==> config.mk <==
export PLATFORM = sky130hd
export DESIGN_NAME = decode_stage
export DESIGN_NICKNAME = d
export VERILOG_FILES = /design/src/rtl/cpu_pkg.sv /design/src/rtl/decode_stage.sv
export SDC_FILE = /design/constraint.sdc
export NUM_CORES = 1
export LEC_CHECK = 0
export BUFFER_PORTS_ARGS = -buffer_cell sky130_fd_sc_hd__buf_2
export CAP_MARGIN = 20
export CORE_MARGIN = 4
export CORE_UTILIZATION = 45
export CTS_CLUSTER_SIZE = 12
export DETAILED_ROUTE_END_ITERATION = 16
export PLACE_DENSITY_LB_ADDON = 0.2
export SYNTH_ARGS = -nofsm -noshare
export SYNTH_HDL_FRONTEND = slang
export SYNTH_SLANG_ARGS = --single-unit
export TNS_END_PERCENT = 50
==> constraint.sdc <==
create_clock -name clk -period 5.05 [get_ports clk]
set_clock_uncertainty 0.15 [all_clocks]
set_input_delay 0.2525 -clock clk [delete_from_list [all_inputs] [get_ports clk]]
set_output_delay 0.2525 -clock clk [all_outputs]
set_load 0.03 [all_outputs]
==> src/rtl/cpu_pkg.sv <==
`default_nettype none

package cpu_pkg;

    localparam int xlen = 32;
    localparam int pmem_depth = 256;
    localparam int ram_depth = 256;

    typedef logic [xlen-1:0] word_t;
    typedef logic [4:0] reg_addr_t;
    typedef logic [$clog2(pmem_depth)-1:0] pmem_addr_t;
    typedef logic [$clog2(ram_depth)-1:0] ram_addr_t;
    typedef logic [7:0] byte_t;

    // Custom-0 carries putc and custom-1 carries halt
    typedef enum logic [6:0] {
        op_load   = 7'b0000011,
        op_putc   = 7'b0001011,
        op_imm    = 7'b0010011,
        op_auipc  = 7'b0010111,
        op_store  = 7'b0100011,
        op_halt   = 7'b0101011,
        op_reg    = 7'b0110011,
        op_lui    = 7'b0110111,
        op_branch = 7'b1100011,
        op_jalr   = 7'b1100111,
        op_jal    = 7'b1101111
    } opcode_e;

    typedef enum logic [3:0] {
        alu_add,
        alu_sub,
        alu_and,
        alu_or,
        alu_xor,
        alu_slt,
        alu_sltu,
        alu_sll,
        alu_srl,
        alu_sra
    } alu_op_e;

    typedef enum logic [1:0] {src1_rs1, src1_zero, src1_pc} rd_src1_e;
    typedef enum logic [1:0] {src2_rs2, src2_imm, src2_four, src2_upper_imm} rd_src2_e;
    typedef enum logic {pc_base_pc, pc_base_rs1} pc_src1_e;
    typedef enum logic [1:0] {next_seq, next_if_zero, next_if_nonzero, next_always} next_pc_e;
    typedef enum logic {wb_alu, wb_ram} wb_src_e;

    typedef enum logic [2:0] {
        st_load,
        st_fetch,
        st_decode,
        st_execute,
        st_memory,
        st_writeback
    } seq_state_e;

    typedef struct packed {
        word_t data;
        logic  last;
    } load_t;

    typedef struct packed {
        word_t pc;
        word_t instr;
    } fetch_out_t;

    typedef struct packed {
        alu_op_e  alu_op;
        rd_src1_e rd_src1;
        rd_src2_e rd_src2;
        pc_src1_e pc_src1;
        next_pc_e next_pc;
        wb_src_e  wb_src;
        logic     reg_write;
        logic     ram_write;
        logic     putc;
        logic     halt;
    } ctrl_t;

    typedef struct packed {
        word_t     pc;
        word_t     rs1;
        word_t     rs2;
        word_t     imm;
        reg_addr_t rd;
        ctrl_t     ctrl;
    } id_ex_t;

    typedef struct packed {
        word_t     pc;
        word_t     rs1;
        word_t     rs2;
        reg_addr_t rd;
        word_t     alu_result;
        logic      zero;
        word_t     target;
        ctrl_t     ctrl;
    } ex_mem_t;

    typedef struct packed {
        logic      en;
        reg_addr_t rd;
        word_t     data;
    } wb_write_t;

endpackage

`default_nettype wire

==> src/rtl/decode_stage.sv <==
`default_nettype none

module decode_stage (
    input  wire                      clk,
    input  wire                      arst_n,
    input  wire                      decode_en,
    input  wire cpu_pkg::fetch_out_t fetch_out,
    input  wire cpu_pkg::wb_write_t  wb_write,
    output cpu_pkg::id_ex_t          id_ex
);

    cpu_pkg::word_t     instr;
    cpu_pkg::opcode_e   opcode;
    logic [2:0]         funct3;
    cpu_pkg::reg_addr_t rs1_addr;
    cpu_pkg::reg_addr_t rs2_addr;
    cpu_pkg::word_t     imm;
    cpu_pkg::ctrl_t     ctrl;
    cpu_pkg::word_t     regs [32];
    cpu_pkg::word_t     rs1_data;
    cpu_pkg::word_t     rs2_data;

    function automatic cpu_pkg::alu_op_e alu_from_funct(input logic [2:0] f3,
                                                        input logic alt_op);
        cpu_pkg::alu_op_e op;
        case (f3)
            3'b000: begin
                if (alt_op) begin
                    op = cpu_pkg::alu_sub;
                end else begin
                    op = cpu_pkg::alu_add;
                end
            end
            3'b001: op = cpu_pkg::alu_sll;
            3'b010: op = cpu_pkg::alu_slt;
            3'b011: op = cpu_pkg::alu_sltu;
            3'b100: op = cpu_pkg::alu_xor;
            3'b101: begin
                if (alt_op) begin
                    op = cpu_pkg::alu_sra;
                end else begin
                    op = cpu_pkg::alu_srl;
                end
            end
            3'b110: op = cpu_pkg::alu_or;
            default: op = cpu_pkg::alu_and;
        endcase
        return op;
    endfunction

    assign instr    = fetch_out.instr;
    assign opcode   = cpu_pkg::opcode_e'(instr[6:0]);
    assign funct3   = instr[14:12];
    assign rs1_addr = instr[19:15];
    assign rs2_addr = instr[24:20];

    always_comb begin
        case (opcode)
            cpu_pkg::op_store: imm = {{20{instr[31]}}, instr[31:25], instr[11:7]};
            cpu_pkg::op_branch: begin
                imm = {{19{instr[31]}}, instr[31], instr[7], instr[30:25], instr[11:8], 1'b0};
            end
            cpu_pkg::op_jal: begin
                imm = {{11{instr[31]}}, instr[31], instr[19:12], instr[20], instr[30:21], 1'b0};
            end
            // Upper immediate stays right-justified until execute
            cpu_pkg::op_lui,
            cpu_pkg::op_auipc: imm = {12'b0, instr[31:12]};
            default:           imm = {{20{instr[31]}}, instr[31:20]};
        endcase
    end

    always_comb begin
        ctrl = '0;
        case (opcode)
            cpu_pkg::op_reg: begin
                ctrl.alu_op    = alu_from_funct(funct3, instr[30]);
                ctrl.reg_write = 1'b1;
            end
            cpu_pkg::op_imm: begin
                ctrl.alu_op    = alu_from_funct(funct3, instr[30] && funct3 == 3'b101);
                ctrl.rd_src2   = cpu_pkg::src2_imm;
                ctrl.reg_write = 1'b1;
            end
            cpu_pkg::op_lui: begin
                ctrl.rd_src1   = cpu_pkg::src1_zero;
                ctrl.rd_src2   = cpu_pkg::src2_upper_imm;
                ctrl.reg_write = 1'b1;
            end
            cpu_pkg::op_auipc: begin
                ctrl.rd_src1   = cpu_pkg::src1_pc;
                ctrl.rd_src2   = cpu_pkg::src2_upper_imm;
                ctrl.reg_write = 1'b1;
            end
            cpu_pkg::op_load: begin
                ctrl.rd_src2   = cpu_pkg::src2_imm;
                ctrl.wb_src    = cpu_pkg::wb_ram;
                ctrl.reg_write = 1'b1;
            end
            cpu_pkg::op_store: begin
                ctrl.rd_src2   = cpu_pkg::src2_imm;
                ctrl.ram_write = 1'b1;
            end
            cpu_pkg::op_branch: begin
                // Zero flag decides both branch kinds
                if (funct3[0]) begin
                    ctrl.alu_op  = cpu_pkg::alu_xor;
                    ctrl.next_pc = cpu_pkg::next_if_nonzero;
                end else begin
                    ctrl.alu_op  = cpu_pkg::alu_sub;
                    ctrl.next_pc = cpu_pkg::next_if_zero;
                end
            end
            cpu_pkg::op_jal,
            cpu_pkg::op_jalr: begin
                ctrl.rd_src1   = cpu_pkg::src1_pc;
                ctrl.rd_src2   = cpu_pkg::src2_four;
                ctrl.next_pc   = cpu_pkg::next_always;
                ctrl.reg_write = 1'b1;
                if (opcode == cpu_pkg::op_jalr) begin
                    ctrl.pc_src1 = cpu_pkg::pc_base_rs1;
                end
            end
            cpu_pkg::op_putc: ctrl.putc = 1'b1;
            cpu_pkg::op_halt: ctrl.halt = 1'b1;
            default: ;
        endcase
    end

    // x0 ignores writes
    always_ff @(posedge clk) begin
        if (wb_write.en && wb_write.rd != '0) begin
            regs[wb_write.rd] <= wb_write.data;
        end
    end

    assign rs1_data = (rs1_addr == '0) ? '0 : regs[rs1_addr];
    assign rs2_data = (rs2_addr == '0) ? '0 : regs[rs2_addr];

    always_ff @(posedge clk or negedge arst_n) begin
        if (!arst_n) begin
            id_ex <= '0;
        end else if (decode_en) begin
            id_ex.pc   <= fetch_out.pc;
            id_ex.rs1  <= rs1_data;
            id_ex.rs2  <= rs2_data;
            id_ex.imm  <= imm;
            id_ex.rd   <= instr[11:7];
            id_ex.ctrl <= ctrl;
        end
    end

endmodule

`default_nettype wire

==> impl_metrics.py <==
metrics = {
    "status": {
        "status": "complete, no violations",
    },
    "sta": {
        "tns_ps": 0,
        "slew_viol_final": 0,
        "worst_hold_slack_ps": 30.84,
        "max_clock_freq_mhz": 325.8,
        "final_hold_viol_count": 0,
        "finalSetupViolCount": 0,
        "rsz0062_at_grt": "no",
        "fin_crit_sh_pct": 60.79,
        "fin_crit_ps": 3070,
        "tightestPinTransition_ps": 1183,
        "maxSlewHeadroom_pct": 20.95,
    },
    "placed_design": {
        "hpwl_um": 105700,
        "io_buffers": 253,
        "gp_congestion": 0.8257,
    },
    "setup_path": {
        "rr_worst_depth": 4,
        "crit_required_ps": 5510,
        "cp_cell_sequence": "dlygate4sd3_1, buf_4, buf_4, or2_2, o41a_2, buf_4, o221ai_1, o22ai_1",
        "cpMostUsedCell": "buf_4",
        "rr_endpoint": "id_ex[69]",
        "cp-start-kind": "input port",
        "slowest_delay_ps": 840,
        "r2r-start": "regs[8][16]",
        "cpMaxStageDelayCell": "o41a_2",
        "r2r_slack_ps": 2890,
        "path_delay_family": "buffers and inverters",
        "arrival_ps": 3530,
        "cp-end-kind": "register",
        "cp_max_fo": 25,
        "worstSetupPathType": "input port to register",
        "critPathBufInv": 4,
    },
    "route": {
        "ant_nets": 0,
        "routed_wl_um": 175500,
        "wl_per_cell_um": 32.55,
        "vias": 34393,
        "via_per_inst": 6.380,
        "first_pass_iters": 6,
        "drc": 0,
        "drt_iter0_drc": 4225,
    },
    "cts": {
        "cts_buffers": 121,
        "path_clk_slew_ps": 60,
        "cts_root_buf": "clkbuf_16",
        "clockBufferDepth": 3,
        "htreeDepth": 3,
        "clkLatencyLatePin_ps": 720,
        "cts_sinks": 1162,
        "tritoncts": "yes",
    },
    "synthesis": {
        "synthArstFlopShare_pct": 11.88,
        "avgSynthCellArea_um2": 16.19,
        "synth-main-ff-cell": "edfxtp_1",
        "ys_ff_latch": 1162,
        "syn_area_mm2": 0.05414,
        "yosysTopAreaCell": "edfxtp_1",
        "synth_cell_types": 45,
        "synth_area_leaders": "edfxtp_1, mux4_2, mux2i_1, dfrtp_1, mux2_2",
        "syn_inst": 3343,
        "synth_top_area_share_pct": 56.80,
        "synth_commonest_cells": "edfxtp_1, mux2i_1, mux2_2",
        "yosys_warnings": 0,
        "ys_seq_area_share_pct": 63.18,
        "synth_edf_count": 1024,
        "synth_most_common_cell": "edfxtp_1",
    },
    "power": {
        "power.leakage_nw": 22.00,
        "peakVddDrop_v": 0.0002615,
        "total_power_mw": 22.24,
        "p_per_area_mw_per_mm2": 356.4,
    },
    "floorplanning": {
        "core_mm2": 0.1187,
        "die_y_um": 354.9,
        "start_util_pct": 45.61,
        "die_area_mm2": 0.1259,
        "die_width_um": 354.9,
        "rows": 126,
        "ioPinCount": 254,
    },
    "final_layout": {
        "finalCoreUtilization_pct": 52.58,
        "drive_gt1_share_pct": 29.99,
        "syn2layout_area_growth_pct": 15.29,
        "final_nets": 3784,
    },
    "global_routing": {
        "grt.total_usage_pct": 27.30,
        "overflow": 0,
        "grt_pass1_vias": 33960,
        "antenna_found_initial": 15,
        "grt_pass1_wl_um": 247100,
        "grt_max_degree": 88,
    },
    "job": {
        "drv_cap": 0,
    },
    "hold_path": {
        "hp-class": "input port to async pin",
    },
}
per-layer routing:
layer,track usage (%),routed length (µm),vias to the layer above
met5,0,23,-
met4,7.947,4904,4
met3,4.597,16730,298
met2,43.40,81300,1949
met1,39.02,72510,17972
li1,-,-,14170
cell families (layout without fill, tap and decap cells):
kind of cell / after synthesis / in the layout / share of synthesized area, %
flip-flops: 1162 / 1162 / 63.18
multiplexers: 945 / 945 / 24.07
AND/OR/NAND/NOR: 480 / 480 / 4.440
AO/OA/AOI/OAI: 440 / 440 / 5.382
buffers and inverters: 314 / 725 / 2.910
other: 1 / 38 / 0.006927
XOR/XNOR: 1 / 1 / 0.01618
registers in the layout, summed over array words and instances, names as in the netlist:
| name | flops |
|---|---|
| id_ex | 138 |
| regs | 1024 |
what timing repair did:
item	in CTS	in global routing
hold buffers	92	0
setup endpoints to repair	0	0
resized for setup	0	0
buffers inserted	0	0
hold endpoints to repair	1150	0
worst register-to-register path, delay by kind of cell, from the launching register on:
kind	cells	cell delay (ps)
AO/OA/AOI/OAI	2	710
flip-flops	1	390
multiplexers	2	750
how the worst max path moves through the flow:
stage	startpoint	to	cells after the start
finish	fetch_out[22]	id_ex[64]	8
global route	fetch_out[21]	id_ex[69]	8
CTS	fetch_out[21]	id_ex[69]	8
detailed placement	fetch_out[20]	id_ex[69]	6
global placement	fetch_out[20]	id_ex[75]	6
floorplan	wb_write[33]	regs[28][0]	3
where the power goes:
group / internal, mW / leakage (nW) / switching, mW
clock: 5.25 / 1.95 / 3.69
sequential: 10.7 / 10.9 / 0.210
combinational: 0.874 / 9.13 / 1.51
layout make-up:
class / instances / area [µm²]
Antenna cell: 6 / 15.01
Tap cell: 1600 / 2002
Clock inverter: 35 / 346.6
Clock buffer: 194 / 3641
Multi-Input combinational cell: 1898 / 18780
Timing Repair Buffer: 455 / 3278
Sequential cell: 1162 / 34200
Inverter: 41 / 153.9
Fill cell: 9580 / 56300
cell usage in the layout (no fill, tap or decap), drive strengths merged, types with 70 or more instances in the layout:
cell type,count
edfxtp,1024
mux2i,394
buf,363
mux2,295
mux4,256
clkbuf,194
nand2,176
a21oi,154
dfrtp,138
o22ai,97
dlygate4sd3,92
nand3,72
a221oi,72
nor2,70
stage by stage:
step | cell area, µm² | std cells | setup slack, ps
2_1_floorplan | 54260 | 3374 | 2406
3_3_place_gp | 57440 | 5062 | 1802
3_5_place_dp | 57470 | 5063 | 1797
4_1_cts | 62370 | 5384 | 2064
5_1_grt | 62410 | 5388 | 1958
6_report | 62420 | 5391 | 1980
(Power assumes the default switching activity.)
