`config.mk`:
```
export PLATFORM = sky130hd
export DESIGN_NAME = execute_stage
export DESIGN_NICKNAME = d
export VERILOG_FILES = /design/src/rtl/cpu_pkg.sv /design/src/rtl/execute_stage.sv
export SDC_FILE = /design/constraint.sdc
export NUM_CORES = 1
export LEC_CHECK = 0
export ABC_AREA = 1
export BUFFER_PORTS_ARGS = -buffer_cell sky130_fd_sc_hd__buf_2
export CAP_MARGIN = 20
export CORE_UTILIZATION = 51
export DETAILED_ROUTE_END_ITERATION = 8
export PLACE_DENSITY = 0.84
export SLEW_MARGIN = 5
export SYNTH_ARGS = -nofsm -noshare
export SYNTH_HDL_FRONTEND = slang
export SYNTH_SLANG_ARGS = --single-unit
```
`constraint.sdc`:
```
create_clock -name clk -period 0.9 [get_ports clk]
set_clock_uncertainty 0.2 [all_clocks]
set_input_delay 0.18 -clock clk [delete_from_list [all_inputs] [get_ports clk]]
set_output_delay 0.18 -clock clk [all_outputs]
set_load 0.005 [all_outputs]
```
`src/rtl/cpu_pkg.sv`:
```
`default_nettype none

package cpu_pkg;

    localparam int xlen = 32;
    localparam int pmem_depth = 256;
    localparam int ram_depth = 256;

    typedef logic [xlen-1:0] word_t;
    typedef logic [4:0] reg_addr_t;
    typedef logic [$clog2(pmem_depth)-1:0] pmem_addr_t;
    typedef logic [$clog2(ram_depth)-1:0] ram_addr_t;
    typedef logic [7:0] byte_t;

    // Custom-0 carries putc and custom-1 carries halt
    typedef enum logic [6:0] {
        op_load   = 7'b0000011,
        op_putc   = 7'b0001011,
        op_imm    = 7'b0010011,
        op_auipc  = 7'b0010111,
        op_store  = 7'b0100011,
        op_halt   = 7'b0101011,
        op_reg    = 7'b0110011,
        op_lui    = 7'b0110111,
        op_branch = 7'b1100011,
        op_jalr   = 7'b1100111,
        op_jal    = 7'b1101111
    } opcode_e;

    typedef enum logic [3:0] {
        alu_add,
        alu_sub,
        alu_and,
        alu_or,
        alu_xor,
        alu_slt,
        alu_sltu,
        alu_sll,
        alu_srl,
        alu_sra
    } alu_op_e;

    typedef enum logic [1:0] {src1_rs1, src1_zero, src1_pc} rd_src1_e;
    typedef enum logic [1:0] {src2_rs2, src2_imm, src2_four, src2_upper_imm} rd_src2_e;
    typedef enum logic {pc_base_pc, pc_base_rs1} pc_src1_e;
    typedef enum logic [1:0] {next_seq, next_if_zero, next_if_nonzero, next_always} next_pc_e;
    typedef enum logic {wb_alu, wb_ram} wb_src_e;

    typedef enum logic [2:0] {
        st_load,
        st_fetch,
        st_decode,
        st_execute,
        st_memory,
        st_writeback
    } seq_state_e;

    typedef struct packed {
        word_t data;
        logic  last;
    } load_t;

    typedef struct packed {
        word_t pc;
        word_t instr;
    } fetch_out_t;

    typedef struct packed {
        alu_op_e  alu_op;
        rd_src1_e rd_src1;
        rd_src2_e rd_src2;
        pc_src1_e pc_src1;
        next_pc_e next_pc;
        wb_src_e  wb_src;
        logic     reg_write;
        logic     ram_write;
        logic     putc;
        logic     halt;
    } ctrl_t;

    typedef struct packed {
        word_t     pc;
        word_t     rs1;
        word_t     rs2;
        word_t     imm;
        reg_addr_t rd;
        ctrl_t     ctrl;
    } id_ex_t;

    typedef struct packed {
        word_t     pc;
        word_t     rs1;
        word_t     rs2;
        reg_addr_t rd;
        word_t     alu_result;
        logic      zero;
        word_t     target;
        ctrl_t     ctrl;
    } ex_mem_t;

    typedef struct packed {
        logic      en;
        reg_addr_t rd;
        word_t     data;
    } wb_write_t;

endpackage

`default_nettype wire

```
`src/rtl/execute_stage.sv`:
```
`default_nettype none

module execute_stage (
    input  wire                  clk,
    input  wire                  arst_n,
    input  wire                  execute_en,
    input  wire cpu_pkg::id_ex_t id_ex,
    output cpu_pkg::ex_mem_t     ex_mem
);

    cpu_pkg::word_t op1;
    cpu_pkg::word_t op2;
    cpu_pkg::word_t base;
    cpu_pkg::word_t result;
    cpu_pkg::word_t target;

    always_comb begin
        case (id_ex.ctrl.rd_src1)
            cpu_pkg::src1_zero: op1 = '0;
            cpu_pkg::src1_pc:   op1 = id_ex.pc;
            default:            op1 = id_ex.rs1;
        endcase
    end

    always_comb begin
        case (id_ex.ctrl.rd_src2)
            cpu_pkg::src2_imm:       op2 = id_ex.imm;
            cpu_pkg::src2_four:      op2 = cpu_pkg::word_t'(4);
            cpu_pkg::src2_upper_imm: op2 = id_ex.imm << 12;
            default:                 op2 = id_ex.rs2;
        endcase
    end

    always_comb begin
        case (id_ex.ctrl.alu_op)
            cpu_pkg::alu_sub:  result = op1 - op2;
            cpu_pkg::alu_and:  result = op1 & op2;
            cpu_pkg::alu_or:   result = op1 | op2;
            cpu_pkg::alu_xor:  result = op1 ^ op2;
            cpu_pkg::alu_slt:  result = cpu_pkg::word_t'($signed(op1) < $signed(op2));
            cpu_pkg::alu_sltu: result = cpu_pkg::word_t'(op1 < op2);
            cpu_pkg::alu_sll:  result = op1 << op2[4:0];
            cpu_pkg::alu_srl:  result = op1 >> op2[4:0];
            cpu_pkg::alu_sra:  result = cpu_pkg::word_t'($signed(op1) >>> op2[4:0]);
            default:           result = op1 + op2;
        endcase
    end

    assign base = (id_ex.ctrl.pc_src1 == cpu_pkg::pc_base_rs1) ? id_ex.rs1 : id_ex.pc;

    // jalr drops bit 0 of its target
    always_comb begin
        target = base + id_ex.imm;
        if (id_ex.ctrl.pc_src1 == cpu_pkg::pc_base_rs1) begin
            target[0] = 1'b0;
        end
    end

    always_ff @(posedge clk or negedge arst_n) begin
        if (!arst_n) begin
            ex_mem <= '0;
        end else if (execute_en) begin
            ex_mem.pc         <= id_ex.pc;
            ex_mem.rs1        <= id_ex.rs1;
            ex_mem.rs2        <= id_ex.rs2;
            ex_mem.rd         <= id_ex.rd;
            ex_mem.alu_result <= result;
            ex_mem.zero       <= (result == '0);
            ex_mem.target     <= target;
            ex_mem.ctrl       <= id_ex.ctrl;
        end
    end

endmodule

`default_nettype wire

```
==> impl_metrics.py, run 1 <==
metrics = {
    "floorplan": {
        "die-height_um": 199,
        "rows": 71,
        "die_w_um": 199,
        "start_util_pct": 52.3,
        "io_pins": 334,
    },
    "synth": {
        "yosys-top-cells-area": "dfrtp_1 23%, nand2_1 20%, nand3_1 10%, ha_1 8.1%, inv_1 6.7%",
        "synthCells": 3285,
        "synthesis.area_sq_mm": 0.0198,
        "synthFlopType": "dfrtp_1",
        "yosys_warnings": 0,
        "synth.distinct_cells": 56,
        "synth.largest_area_cell": "dfrtp_1",
        "synthTopCellsByCount": "1082 x nand2_1, 401 x nand3_1, 354 x inv_1",
        "async_reset_ff_share_pct": 100,
        "ys_ff_latch": 182,
        "synth_top_area_share_pct": 23.0,
        "syn_nets": 3569,
        "synth_top_family_by_area": "simple AND/OR/NAND/NOR gates",
        "synthAdderAreaFrac_pct": 8.44,
        "synth-edff-count": 0,
        "synth-xor-area-share_pct": 0.971,
        "synth_mux_area_share_pct": 0,
        "syn-mean-instance-area_sq_um": 6.04,
        "synth_compound_area_share_pct": 16.3,
        "synth-simple-area-share_pct": 40.1,
        "yosysSeqAreaShare_pct": 23.0,
        "synth.most_common_cell": "nand2_1",
    },
    "global_routing": {
        "grt_pass1_vias": 35546,
        "grt_start_max_net_pins": 50,
        "overflow": 24,
        "grt_pass1_wl_mm": 223,
        "grt_util_all_layers_pct": 76.1,
    },
    "cts": {
        "cts.path.max_buffers": 2,
        "root_buffer": "clkbuf_16",
        "cts_made_buffers": 17,
        "h-tree-depth": 4,
        "clock_sinks": 182,
    },
    "run_status": {
        "stop_error": "[ERROR GRT-0116] Global routing finished with congestion. Check the congestion regions in the DRC Viewer.",
        "status": "aborted with a tool error",
        "failing_step": "global routing (5_1_grt)",
    },
    "place": {
        "place.gp.congestion": 1.18,
        "hpwl_mm": 87.0,
        "placedCellCount": 4798,
        "placed_cell_area_sq_mm": 0.0288,
        "io_buffers": 333,
    },
}
[stage by stage]
step                setup slack, ps  util, %
CTS                           -2160     86.4
detailed placement            -3050     75.9
global placement              -3030     75.9
floorplan                     -2130        -
[logic make-up after synthesis]
family                     after synthesis
adders and majority gates              132
buffers and inverters                  522
xor gates and xnor gates                22
DFF                                    182
AOI/OAI and AO/OA                      575
and+or+nand+nor                       1852
[timing repair]
action | CTS
gates cloned | 1
setup endpoints to repair | 250
hold buffers | 39
hold endpoints to repair | 285
pin swaps | 207
setup buffers | 154
gates resized for setup | 514
[routing by layer]
layer | GRT usage (%) | GRT overflow
met1 | 77.6 | 0
met2 | 92.4 | 10
met3 | 59.9 | 0
met4 | 74.9 | 14
met5 | 26.2 | 0
==> inputs of run 2 (changes only) <==
Settings changed: CORE_UTILIZATION 51 to 36, PLACE_DENSITY 0.84 to default, PLACE_DENSITY_LB_ADDON from default to 0.15.
Clock period 0.9 ns to 1.17 ns, I/O delays scaled along.
==> impl_metrics.py, run 2 <==
metrics = {
    "floorplan": {
        "die_area_sq_mm": 0.0560,
        "die-height_um": 237,
        "core-area_sq_mm": 0.0541,
        "die_w_um": 237,
        "io_pins": 334,
        "start_util_pct": 36.6,
        "rows": 85,
    },
    "drt": {
        "routedWlPerCell_um": 22.3,
        "first_iter_violations": 2860,
        "routed-via-count": 28784,
        "drc_errors": 0,
        "wirelength_mm": 119,
        "via_per_inst": 5.38,
        "drtAntennaViolNets": 0,
        "dr.pass1.iters": 6,
    },
    "cts": {
        "h-tree-depth": 4,
        "clock_sinks": 182,
        "root_buffer": "clkbuf_16",
        "cts_tree": "done",
        "clk_pin_slew_ps": 90,
        "cts.path.max_buffers": 2,
        "insertion_delay_ps": 480,
        "cts_made_buffers": 17,
    },
    "synth": {
        "yosys_warnings": 0,
        "synthTopCellsByCount": "1082 x nand2_1, 401 x nand3_1, 354 x inv_1",
        "synth.most_common_cell": "nand2_1",
        "syn-mean-instance-area_sq_um": 6.04,
        "async_reset_ff_share_pct": 100,
        "synthesis.area_sq_mm": 0.0198,
        "synth_top_area_share_pct": 23.0,
        "yosysSeqAreaShare_pct": 23.0,
        "synth.largest_area_cell": "dfrtp_1",
        "synthFlopType": "dfrtp_1",
        "ys_ff_latch": 182,
        "synthCells": 3285,
        "yosys-top-cells-area": "dfrtp_1 23%, nand2_1 20%, nand3_1 10%, ha_1 8.1%, inv_1 6.7%",
        "syn_nets": 3569,
        "synth.distinct_cells": 56,
        "synth-edff-count": 0,
    },
    "finish": {
        "fill_cells": 4840,
        "synthToLayoutAreaGrowth_pct": 79.5,
        "final_nets": 4922,
        "largest-register": "ex_mem",
        "layout_commonest_cell": "buf_4",
        "layout-drive-gt1-share_pct": 46.3,
        "reg_top3": "ex_mem: 182 flops",
        "final_cell_mix": "929 x buf_4, 906 x nand2_1, 339 x nand3_1",
        "largest_reg_flops": 182,
    },
    "place": {
        "hpwl_mm": 95.3,
        "preCtsSetupSlack_ps": -3030,
        "io_buffers": 333,
        "place.gp.congestion": 1.06,
    },
    "global_routing": {
        "grt_pass1_vias": 26187,
        "grt_pass1_wl_mm": 166,
        "grt_start_max_net_pins": 53,
        "grt_util_all_layers_pct": 40.3,
        "overflow": 0,
        "antenna_found_initial": 7,
    },
    "timing": {
        "worstMarginPinSlew_ps": 616,
        "relSlewSlack_pct": 58.9,
        "fin_crit_sh_pct": 282,
        "clock.fmax_mhz": 303,
        "rsz0062_at_grt": "yes",
        "hold_viol": 0,
        "fin_worst_hold_slack_ps": 15.4,
        "final-setup-viol-count": 246,
        "report.final.slew_viol_count": 0,
        "postLayoutSetupSlackWorst_ps": -2130,
        "min_period_ps": 3300,
    },
    "power": {
        "p_per_area_mw_per_mm2": 1100,
        "irDropWorstVdd_mv": 1.19,
        "power_mw": 39.2,
        "p_leak_nw": 18.4,
    },
    "worst_setup_path": {
        "crit_type": "in2reg",
        "cp.required_ps": 1410,
        "end_kind": "flip-flop",
        "crit_arrival_ps": 3550,
        "crit_slowest_cell": "ha_4",
        "cp_max_fo": 6,
        "slowest_delay_ps": 360,
        "cp_common_cell": "nand3_1",
        "start_kind": "input port",
    },
    "run_status": {
        "status": "finished with violations",
        "violations": "negative setup slack",
    },
    "worst_hold_path": {
        "hp-class": "in2reg",
    },
    "job": {
        "cap_violations": 0,
    },
}
[run 2: cell counts after synthesis]
Identical to the previous run, type by type.
[run 2: final timing paths]
path | start | endpoint | slack [ps] | depth (start not counted)
worst max register to register | ex_mem[18] | ex_mem[18] | 70 | 3
worst min-delay path | id_ex[52] | ex_mem[47] | 20 | 5
worst min register to register | ex_mem[2] | ex_mem[2] | 270 | 2
min in group asynchronous | arst_n | ex_mem[106] | 30 | 2
max in group asynchronous | arst_n | ex_mem[58] | 260 | 3
worst max-delay path | id_ex[10] | ex_mem[48] | -2130 | 25
[run 2: per-layer routing]
metal | GRT usage [%] | routed length (um)
met4 | 15.1 | 5000
met5 | 0 | 0
met2 | 62.3 | 52700
met1 | 56.1 | 51400
met3 | 6.61 | 10100
[run 2: power by group]
group	internal [mW]	switching (mW)
clock	3.03	3.11
combinational	11.6	13.8
sequential	7.14	0.497
[run 2: timing repair]
action                                  in CTS  in global routing
hold endpoints to repair                   280                  0
pin swaps                                  138                135
endpoints found under the setup margin     246                246
resized for setup                          368                441
cloned                                       1                  3
hold buffers                                99                  0
buffers inserted                            54                139
[run 2: area by class of cell]
type | count | area (sq um) | share of cell area (%)
inverter | 370 | 1520 | 4.28
timing repair buffer | 1486 | 11600 | 32.5
tap | 696 | 871 | 2.44
clock buffer | 18 | 429 | 1.20
sequential | 182 | 4550 | 12.8
clock inverter | 14 | 159 | 0.446
multi-input combinational | 2581 | 16500 | 46.3
antenna | 6 | 15.0 | 0.0422
[run 2: through the flow]
stage,TNS [ps],std cells,area (sq um),utilization [%]
2_1_floorplan,-87190,3285,21100,-
3_3_place_gp,-138370,5023,29400,54.3
3_5_place_dp,-140690,5023,29400,54.3
4_1_cts,-138010,5209,32700,60.4
5_1_grt,-148610,5353,35600,65.8
6_report,-138970,5353,35600,65.8
[run 2: kinds of logic after synthesis]
| kind of cell | Yosys count | synth area share (%) |
|---|---|---|
| fa+ha+maj | 132 | 8.44 |
| compound gates | 575 | 16.3 |
| simple gates | 1852 | 40.1 |
| buf+inv | 522 | 11.2 |
| xor+xnor | 22 | 0.971 |
| flops | 182 | 23.0 |
[run 2: worst max-delay path: cells and delay by family]
kind / cells / cell delay (ps)
buffers and inverters: 8 / 800
AO/OA/AOI/OAI: 3 / 620
adder cells (fa/ha/maj): 2 / 630
AND/OR/NAND/NOR: 12 / 1270
(Power assumes the default switching activity.)
