--- config.mk ---
export PLATFORM = sky130hd
export DESIGN_NAME = stage_sequencer
export DESIGN_NICKNAME = d
export VERILOG_FILES = /design/src/rtl/cpu_pkg.sv /design/src/rtl/stage_sequencer.sv
export SDC_FILE = /design/constraint.sdc
export NUM_CORES = 1
export LEC_CHECK = 0
export BUFFER_PORTS_ARGS = -buffer_cell sky130_fd_sc_hd__buf_4
export CAP_MARGIN = 20
export CORE_AREA = 2 2 39 41
export DETAILED_ROUTE_END_ITERATION = 8
export DIE_AREA = 0 0 41 43
export SYNTH_ARGS = -nofsm -noshare
export SYNTH_HDL_FRONTEND = slang
export SYNTH_SLANG_ARGS = --single-unit
export TNS_END_PERCENT = 20
--- constraint.sdc ---
create_clock -name clk -period 2.1 [get_ports clk]
set_input_delay 0.42 -clock clk [delete_from_list [all_inputs] [get_ports clk]]
set_output_delay 0.42 -clock clk [all_outputs]
set_load 0.01 [all_outputs]
--- src/rtl/cpu_pkg.sv ---
`default_nettype none

package cpu_pkg;

    localparam int xlen = 32;
    localparam int pmem_depth = 256;
    localparam int ram_depth = 256;

    typedef logic [xlen-1:0] word_t;
    typedef logic [4:0] reg_addr_t;
    typedef logic [$clog2(pmem_depth)-1:0] pmem_addr_t;
    typedef logic [$clog2(ram_depth)-1:0] ram_addr_t;
    typedef logic [7:0] byte_t;

    // Custom-0 carries putc and custom-1 carries halt
    typedef enum logic [6:0] {
        op_load   = 7'b0000011,
        op_putc   = 7'b0001011,
        op_imm    = 7'b0010011,
        op_auipc  = 7'b0010111,
        op_store  = 7'b0100011,
        op_halt   = 7'b0101011,
        op_reg    = 7'b0110011,
        op_lui    = 7'b0110111,
        op_branch = 7'b1100011,
        op_jalr   = 7'b1100111,
        op_jal    = 7'b1101111
    } opcode_e;

    typedef enum logic [3:0] {
        alu_add,
        alu_sub,
        alu_and,
        alu_or,
        alu_xor,
        alu_slt,
        alu_sltu,
        alu_sll,
        alu_srl,
        alu_sra
    } alu_op_e;

    typedef enum logic [1:0] {src1_rs1, src1_zero, src1_pc} rd_src1_e;
    typedef enum logic [1:0] {src2_rs2, src2_imm, src2_four, src2_upper_imm} rd_src2_e;
    typedef enum logic {pc_base_pc, pc_base_rs1} pc_src1_e;
    typedef enum logic [1:0] {next_seq, next_if_zero, next_if_nonzero, next_always} next_pc_e;
    typedef enum logic {wb_alu, wb_ram} wb_src_e;

    typedef enum logic [2:0] {
        st_load,
        st_fetch,
        st_decode,
        st_execute,
        st_memory,
        st_writeback
    } seq_state_e;

    typedef struct packed {
        word_t data;
        logic  last;
    } load_t;

    typedef struct packed {
        word_t pc;
        word_t instr;
    } fetch_out_t;

    typedef struct packed {
        alu_op_e  alu_op;
        rd_src1_e rd_src1;
        rd_src2_e rd_src2;
        pc_src1_e pc_src1;
        next_pc_e next_pc;
        wb_src_e  wb_src;
        logic     reg_write;
        logic     ram_write;
        logic     putc;
        logic     halt;
    } ctrl_t;

    typedef struct packed {
        word_t     pc;
        word_t     rs1;
        word_t     rs2;
        word_t     imm;
        reg_addr_t rd;
        ctrl_t     ctrl;
    } id_ex_t;

    typedef struct packed {
        word_t     pc;
        word_t     rs1;
        word_t     rs2;
        reg_addr_t rd;
        word_t     alu_result;
        logic      zero;
        word_t     target;
        ctrl_t     ctrl;
    } ex_mem_t;

    typedef struct packed {
        logic      en;
        reg_addr_t rd;
        word_t     data;
    } wb_write_t;

endpackage

`default_nettype wire

--- src/rtl/stage_sequencer.sv ---
`default_nettype none

module stage_sequencer (
    input  wire  clk,
    input  wire  arst_n,
    input  wire  load_valid,
    input  wire  load_last,
    input  wire  putc_pending,
    input  wire  halt_seen,
    input  wire  out_ready,
    output logic load_ready,
    output logic fetch_en,
    output logic decode_en,
    output logic execute_en,
    output logic memory_en,
    output logic writeback_en
);

    cpu_pkg::seq_state_e state;
    cpu_pkg::seq_state_e state_next;

    always_comb begin
        state_next = state;
        case (state)
            cpu_pkg::st_load: begin
                if (load_valid && load_last) begin
                    state_next = cpu_pkg::st_fetch;
                end
            end
            cpu_pkg::st_fetch:   state_next = cpu_pkg::st_decode;
            cpu_pkg::st_decode:  state_next = cpu_pkg::st_execute;
            cpu_pkg::st_execute: state_next = cpu_pkg::st_memory;
            cpu_pkg::st_memory: begin
                // Halt skips writeback; a blocked putc holds here
                if (halt_seen) begin
                    state_next = cpu_pkg::st_load;
                end else if (!putc_pending || out_ready) begin
                    state_next = cpu_pkg::st_writeback;
                end
            end
            default: state_next = cpu_pkg::st_fetch;
        endcase
    end

    always_ff @(posedge clk or negedge arst_n) begin
        if (!arst_n) begin
            state <= cpu_pkg::st_load;
        end else begin
            state <= state_next;
        end
    end

    assign load_ready   = (state == cpu_pkg::st_load);
    assign fetch_en     = (state == cpu_pkg::st_fetch);
    assign decode_en    = (state == cpu_pkg::st_decode);
    assign execute_en   = (state == cpu_pkg::st_execute);
    assign memory_en    = (state == cpu_pkg::st_memory);
    assign writeback_en = (state == cpu_pkg::st_writeback);

    // A putc never shares its memory step with a halt
    assert property (@(posedge clk) disable iff (!arst_n)
        memory_en && putc_pending |-> !halt_seen);

endmodule

`default_nettype wire

==> results.sh, run 1 <==
export IMPL_syn2layout_area_growth_pct=86.0
export IMPL_hold_viol=0
export IMPL_met3_usage_pct=4.71
export IMPL_post_dp_cell_area_sq_um=280
export IMPL_timing_worst_slew_pin_value_ps=227
export IMPL_ys_warn_count=0
export IMPL_port_buffer_count=12
export IMPL_use_met2_pct=7.81
export IMPL_clock_skew_ps=3.51
export IMPL_multiInputGateArea_sq_um=87.6
export IMPL_ctsResizeCount=0
export IMPL_top_usage_layer="met1"
export IMPL_grt_pass1_wl_um=752
export IMPL_clk_latency_ps=240
export IMPL_grt_total_usage_pct=7.16
export IMPL_drtPass1Iterations=1
export IMPL_dp_hpwl_um=333
export IMPL_antenna_found_initial=0
export IMPL_floorplan_initialDensity_pct=12.3
export IMPL_vias=185
export IMPL_hold_class="input port to flip-flop"
export IMPL_max_cap_viol_count=0
export IMPL_remaining_drc_errors=0
export IMPL_grt_util_met1_pct=8.14
export IMPL_seq_area_frac_synth_pct=44.1
export IMPL_leakage_nw=0.169
export IMPL_max_freq_mhz=641
export IMPL_yosysTopAreaCell="dfrtp_1"
export IMPL_ys_types=13
export IMPL_required_ps=1680
export IMPL_largest_reg_flops=3
export IMPL_setup_viol=0
export IMPL_ir_drop_mv=0.242
export IMPL_cts_sinks=3
export IMPL_grt_max_degree=8
export IMPL_die_y_um=43
export IMPL_h_tree_depth=1
export IMPL_critPathKind="flip-flop to primary output"
export IMPL_die_w_um=41
export IMPL_setup_tns_ps=0
export IMPL_fill_cells=156
export IMPL_yosys_area_top_type_share_pct=44.1
export IMPL_cp_max_fo=5
export IMPL_clk_path_buf_depth=2
export IMPL_rsz0062_at_grt="false"
export IMPL_dp_cells=45
export IMPL_drv_slew=0
export IMPL_end_kind="primary output"
export IMPL_core_area_sq_um=1380
export IMPL_power_uw=444
export IMPL_dpl_worst_slack_ps=789
export IMPL_clk_pin_slew_ps=40
export IMPL_tritoncts="yes"
export IMPL_grt_pass1_vias=181
export IMPL_vias_per_cell=3.70
export IMPL_fin_crit_ps=1560
export IMPL_syn_cell_area_sq_um=170
export IMPL_status="completed"
export IMPL_wl_um=426
export IMPL_cp_arrival_ps=1140
export IMPL_power_density_nw_per_um2=1400
export IMPL_top_regs="state (3)"
export IMPL_nets=42
export IMPL_whs_ps=486
export IMPL_synth_avg_cell_area_sq_um=10.0
export IMPL_rrSetupSlack_ps=1020
export IMPL_layout_drive_gt1_share_pct=47.1
export IMPL_relSlewSlack_pct=84.8
export IMPL_insertedDiodeCount=0
export IMPL_seq_area_sq_um=75.1
export IMPL_syn_inst=17
export IMPL_rows=14
export IMPL_ant_nets=0
export IMPL_ys_seq_elements=3
export IMPL_final_util_pct=22.9
export IMPL_largest_register="state"
export IMPL_instances_no_fill=50
export IMPL_design_area_sq_um=317
export IMPL_syn_num_nets=24
export IMPL_drtIter0Drc=0
export IMPL_cts_root_buf="clkbuf_4"
export IMPL_overflow=0
export IMPL_fin_ws_ps=540
export IMPL_numCtsBuffers=3
export IMPL_die_area_sq_um=1760
export IMPL_wl_per_cell_um=8.52
export IMPL_pin_count=13
export IMPL_start_kind="flip-flop"
export IMPL_synth_area_top_cells="dfrtp_1 (44%), a211oi_1 (8.8%), nor3b_2 (7.4%)"
export IMPL_min_period_over_period_pct=74.3
export IMPL_gp_congestion=0.589
==> metal layers <==
layer | part of all wire, % | wire length (um)
met2 | 46 | 194
met5 | 0 | 0
met1 | 38 | 161
met4 | 4.0 | 17
met3 | 12 | 53
==> cells by family after synthesis <==
group	count (synthesis)	share of synthesized area, %
flops	3	44.1
buf+inv	2	4.41
simple gates	8	35.3
compound gates	4	16.2
==> power breakdown <==
| part | switching [mW] | internal (mW) |
|---|---|---|
| Sequential | 0.0400 | 0.0873 |
| Clock | 0.0340 | 0.0715 |
| Combinational | 0.0873 | 0.124 |
==> cells in the mapped netlist <==
library cell and number:
dfrtp_1 3, a211oi_1 2, inv_1 2, a21o_1 1
and2_1 1, and2b_1 1, and3b_1 1, nor2b_1 1
nor3_1 1, nor3b_1 1, nor3b_2 1, o21ai_0 1
or2_1 1
==> final timing paths <==
kind                                      start                    to  cells past startpoint
max                        state[0]$_DFFE_PN0P_            execute_en                      3
min                                   halt_seen  state[0]$_DFFE_PN0P_                      4
max reg2reg                state[0]$_DFFE_PN0P_  state[1]$_DFFE_PN0P_                      3
min reg2reg                state[0]$_DFFE_PN0P_  state[2]$_DFFE_PN0P_                      2
max in group asynchronous                arst_n  state[2]$_DFFE_PN0P_                      2
min in group asynchronous                arst_n  state[0]$_DFFE_PN0P_                      2
==> repair_timing <==
item	4_1_cts	5_1_grt
hold buffers	1	0
hold endpoints to repair	3	0
buffers inserted	0	0
==> final cells by class <==
| class | count | share of cell area (%) |
|---|---|---|
| clock buffer | 4 | 8.30 |
| inverter | 2 | 2.37 |
| multi-input combinational | 12 | 27.7 |
| sequential | 3 | 23.7 |
| tap | 16 | 6.32 |
| timing repair buffer | 13 | 31.6 |
==> critical path, stage by stage (launching register included) <==
cell     delay [ps]
dfrtp_1         400
nor2b_1         210
and2_1          170
buf_4           120
==> placed cells by master (no fill, tap or decap) <==
cell / n
nor2b_1: 1
clkbuf_4: 3
a21o_1: 1
clkbuf_1: 1
nor3_1: 1
dfrtp_1: 3
o21ai_0: 1
and2_1: 1
nor3b_2: 1
nor3b_1: 1
and3b_1: 1
a211oi_1: 2
or2_1: 1
inv_1: 2
and2b_1: 1
dlygate4sd3_1: 1
buf_4: 12
Note: power is estimated with default switching activity, not from simulation.
==> run 2: changes to the inputs <==
==> constraint.sdc (replaced) <==
create_clock -name clk -period 1.3 [get_ports clk]
set_input_delay 0.26 -clock clk [delete_from_list [all_inputs] [get_ports clk]]
set_output_delay 0.26 -clock clk [all_outputs]
set_load 0.01 [all_outputs]
==> results.sh, run 2 (same netlist as run 1, synthesis figures left out) <==
export IMPL_status="complete, but fails checks"
export IMPL_failed_checks="setup timing"
export IMPL_floorplan_initialDensity_pct=12.3
export IMPL_wl_per_cell_um=9.00
export IMPL_drtPass1Iterations=1
export IMPL_ant_nets=0
export IMPL_timing_worst_slew_pin_value_ps=215
export IMPL_h_tree_depth=1
export IMPL_r2r_cells=3
export IMPL_syn2layout_area_growth_pct=105
export IMPL_instances_no_fill=50
export IMPL_final_common_cell="buf_4"
export IMPL_drv_slew=0
export IMPL_hold_class="input port to flip-flop"
export IMPL_gp_congestion=0.583
export IMPL_setup_viol=5
export IMPL_die_y_um=43
export IMPL_cts_root_buf="clkbuf_4"
export IMPL_overflow=0
export IMPL_wl_um=450
export IMPL_leakage_nw=0.177
export IMPL_rsz0062_at_grt="true"
export IMPL_fin_ws_ps=-79.6
export IMPL_core_area_sq_um=1380
export IMPL_pin_count=13
export IMPL_switchingPower_uw=299
export IMPL_max_cap_viol_count=0
export IMPL_grt_pass1_wl_um=703
export IMPL_grt_pass1_vias=185
export IMPL_die_w_um=41
export IMPL_relSlewSlack_pct=85.6
export IMPL_drtIter0Drc=0
export IMPL_end_kind="primary output"
export IMPL_p_int_uw=525
export IMPL_antenna_found_initial=0
export IMPL_largest_reg_flops=3
export IMPL_port_buffer_count=12
export IMPL_fin_crit_ps=1380
export IMPL_dpl_worst_slack_ps=118
export IMPL_tritoncts="yes"
export IMPL_largest_register="state"
export IMPL_ir_drop_mv=0.436
export IMPL_nets=42
export IMPL_clk_pin_slew_ps=40
export IMPL_min_path_cells=3
export IMPL_clock_skew_ps=1.65
export IMPL_critPathKind="flip-flop to primary output"
export IMPL_setup_tns_ps=-175
export IMPL_dp_hpwl_um=323
export IMPL_p_comb_share_pct=49.8
export IMPL_final_cell_mix="buf_4 (10), clkbuf_4 (3), dfrtp_2 (3)"
export IMPL_cts_sinks=3
export IMPL_clk_path_buf_depth=2
export IMPL_clk_latency_ps=240
export IMPL_cp_max_fo=5
export IMPL_final_util_pct=25.2
export IMPL_die_area_sq_um=1760
export IMPL_top_regs="state (3)"
export IMPL_min_period_over_period_pct=106
export IMPL_rows=14
export IMPL_insertedDiodeCount=0
export IMPL_p_seq_share_pct=29.7
export IMPL_remaining_drc_errors=0
export IMPL_numCtsBuffers=3
export IMPL_vias_per_cell=3.76
export IMPL_start_kind="flip-flop"
export IMPL_clkPwrFrac_pct=20.5
export IMPL_vias=188
export IMPL_layout_drive_gt1_share_pct=64.7
export IMPL_swShare_pct=36.3
export IMPL_dp_cells=45
export IMPL_grt_max_degree=8
export IMPL_hold_viol=0
export IMPL_required_ps=1040
export IMPL_cp_arrival_ps=1120
export IMPL_power_density_nw_per_um2=2360
export IMPL_grt_total_usage_pct=6.65
export IMPL_max_freq_mhz=725
## run 2: cell type report
class	instances	area, sq um
flip-flops and latches	3	78.8
inverters	2	7.51
well taps	16	20.0
multi-input cells	12	109
repair buffers	13	108
fillers	157	1030
clock buffers	4	26.3
## run 2: worst paths after layout
path	from	end	slack (ps)
worst max-delay path	state[0]$_DFFE_PN0P_	fetch_en	-80
worst min-delay path	halt_seen	state[2]$_DFFE_PN0P_	320
worst max register to register	state[0]$_DFFE_PN0P_	state[1]$_DFFE_PN0P_	200
worst min register to register	state[2]$_DFFE_PN0P_	state[0]$_DFFE_PN0P_	680
max in group asynchronous	arst_n	state[2]$_DFFE_PN0P_	850
min in group asynchronous	arst_n	state[0]$_DFFE_PN0P_	350
## run 2: critical path, cell delays in order (launching register included)
cell,delay [ps]
dfrtp_2,440
nor2b_4,150
and2b_1,170
buf_6,120
## run 2: routing by layer
metal  share of wire, %  vias up  GRT usage, %  wire length (um)
li1                   -       92             -                 -
met5                  0        -             0                 0
met4                3.8        0          8.00                17
met1                 37       84          7.49               168
met3                9.8        2          3.14                44
met2                 49       10          7.81               219
## run 2: power groups by stage
stage	clock, mW	sequential, mW	combinational [mW]
finish	0.168	0.245	0.410
global route	0.181	0.256	0.445
CTS	0.176	0.240	0.413
detailed placement	0	0.203	0.343
global placement	0	0.201	0.345
floorplan	0	0.191	0.188
## run 2: per-stage QoR
step	total power, mW	cell area (sq um)	hold slack (ps)
global placement	0.547	280	50.2
floorplan	0.379	170	-35.6
CTS	0.829	349	322
finish	0.823	349	324
detailed placement	0.547	280	49.5
global route	0.881	349	335
## run 2: repair_timing
item,in CTS,in global routing
gates cloned,0,0
resized for setup,10,0
setup endpoints to repair,4,6
setup buffers,0,0
hold endpoints to repair,3,0
hold buffers,1,0
==> run 3: changes to the inputs <==
--- a/config.mk
+++ b/config.mk
@@ -13,4 +13,3 @@
 export SYNTH_ARGS = -nofsm -noshare
 export SYNTH_HDL_FRONTEND = slang
 export SYNTH_SLANG_ARGS = --single-unit
-export TNS_END_PERCENT = 20
==> results.sh, run 3 (same netlist as run 1, synthesis figures left out) <==
export IMPL_wl_per_cell_um=8.75
export IMPL_drv_slew=0
export IMPL_clock_skew_ps=1.57
export IMPL_final_cell_mix="buf_4 (11), clkbuf_4 (3), dfrtp_2 (3)"
export IMPL_swShare_pct=35.8
export IMPL_critPathTopFamily="flip-flops"
export IMPL_power_uw=833
export IMPL_hold_class="input port to flip-flop"
export IMPL_syn2layout_area_growth_pct=110
export IMPL_switchingPower_uw=298
export IMPL_crit_buf_inv=1
export IMPL_p_comb_share_pct=50.5
export IMPL_numCtsBuffers=3
export IMPL_grt_total_usage_pct=6.65
export IMPL_post_dp_cell_area_sq_um=280
export IMPL_cp_max_fo=5
export IMPL_nets=43
export IMPL_overflow=0
export IMPL_fin_crit_ps=1380
export IMPL_instances_no_fill=51
export IMPL_cp_arrival_ps=1120
export IMPL_remaining_drc_errors=0
export IMPL_layout_drive_gt1_share_pct=65.7
export IMPL_hold_viol=0
export IMPL_r2r_cells=3
export IMPL_pin_count=13
export IMPL_ant_nets=0
export IMPL_rrSetupSlack_ps=200
export IMPL_slowest_delay_ps=440
export IMPL_clk_pin_slew_ps=40
export IMPL_min_period_over_period_pct=106
export IMPL_dp_cells=45
export IMPL_fin_ws_ps=-78.3
export IMPL_max_cap_viol_count=0
export IMPL_h_tree_depth=1
export IMPL_die_w_um=41
export IMPL_reg2reg_from="state[0]$_DFFE_PN0P_"
export IMPL_setup_tns_ps=-139
export IMPL_cp_cell_sequence="nor2b_4 > and2b_1 > buf_6"
export IMPL_clkPwrFrac_pct=20.2
export IMPL_fill_cells=155
export IMPL_largest_register="state"
export IMPL_insertedDiodeCount=0
export IMPL_failed_checks="setup timing"
export IMPL_min_path_cells=3
export IMPL_relSlewSlack_pct=86.0
export IMPL_reg2reg_to="state[1]$_DFFE_PN0P_"
export IMPL_wl_um=446
export IMPL_drtIter0Drc=0
export IMPL_grt_pass1_wl_um=703
export IMPL_final_util_pct=25.8
export IMPL_design_area_sq_um=357
export IMPL_critPathKind="flip-flop to primary output"
export IMPL_vias_per_cell=3.84
export IMPL_antenna_found_initial=0
export IMPL_setup_viol=3
export IMPL_grt_pass1_vias=188
export IMPL_start_kind="flip-flop"
export IMPL_cts_root_buf="clkbuf_4"
export IMPL_rsz0062_at_grt="true"
export IMPL_p_int_uw=534
export IMPL_largest_reg_flops=3
export IMPL_ir_drop_mv=0.435
export IMPL_dp_hpwl_um=323
export IMPL_cts_sinks=3
export IMPL_end_kind="primary output"
export IMPL_hp_start="halt_seen"
export IMPL_status="complete, but fails checks"
export IMPL_vias=196
export IMPL_cpMaxStageDelayCell="dfrtp_2"
export IMPL_required_ps=1040
export IMPL_power_density_nw_per_um2=2340
export IMPL_die_y_um=43
export IMPL_dpl_worst_slack_ps=118
export IMPL_core_area_sq_um=1380
export IMPL_die_area_sq_um=1760
export IMPL_tritoncts="yes"
export IMPL_leakage_nw=0.183
export IMPL_p_seq_share_pct=29.3
export IMPL_top_regs="state (3)"
export IMPL_floorplan_initialDensity_pct=12.3
export IMPL_whs_ps=324
export IMPL_max_freq_mhz=726
export IMPL_final_common_cell="buf_4"
export IMPL_rows=14
export IMPL_drtPass1Iterations=1
export IMPL_gp_congestion=0.583
export IMPL_port_buffer_count=12
export IMPL_clk_path_buf_depth=2
export IMPL_grt_max_degree=8
export IMPL_timing_worst_slew_pin_value_ps=208
export IMPL_clk_latency_ps=240
export IMPL_worstHoldEndpoint="state[2]$_DFFE_PN0P_"
run 3: cell count changes in the layout (fill, tap and decap cells not counted), sizes merged:
cell	before	now
buf	12	13
run 3: worst max path at each step:
stage                               startpoint              endpoint  cells after the start
final                     state[0]$_DFFE_PN0P_              fetch_en                      3
after global routing      state[0]$_DFFE_PN0P_              fetch_en                      3
after CTS                 state[0]$_DFFE_PN0P_              fetch_en                      3
after detailed placement  state[0]$_DFFE_PN0P_            execute_en                      3
after global placement    state[0]$_DFFE_PN0P_            execute_en                      3
after floorplan           state[0]$_DFFE_PN0P_  state[1]$_DFFE_PN0P_                      3
run 3: tightest hold or removal path, cell delays in order:
cell and delay, ps:
buf_4 80, inv_1 40, a21o_1 140
run 3: final cells by class:
type | instances | area, sq um | area share (%)
inverters | 2 | 7.51 | 2.11
multi-input cells | 12 | 109 | 30.5
flip-flops and latches | 3 | 78.8 | 22.1
clock buffers | 4 | 26.3 | 7.37
repair buffers | 14 | 115 | 32.3
well taps | 16 | 20.0 | 5.61
run 3: routing by layer:
metal / share of wire (%) / track usage (%) / vias up
li1: - / - / 94
met1: 35 / 7.49 / 90
met2: 51 / 7.81 / 10
met3: 9.9 / 3.14 / 2
met4: 3.8 / 8.00 / 0
met5: 0 / 0 / -
run 3: timing repair:
item | 4_1_cts | 5_1_grt
resized for setup | 10 | 0
endpoints found under the setup margin | 4 | 6
setup buffers | 1 | 0
hold buffers | 1 | 0
pin swaps | 2 | 2
hold endpoints to repair | 3 | 0
run 3: power groups by stage:
stage	clock (mW)	combinational [mW]	sequential [mW]
global placement	0	0.345	0.201
finish	0.168	0.420	0.244
global route	0.181	0.457	0.255
detailed placement	0	0.343	0.203
CTS	0.176	0.424	0.239
floorplan	0	0.188	0.191
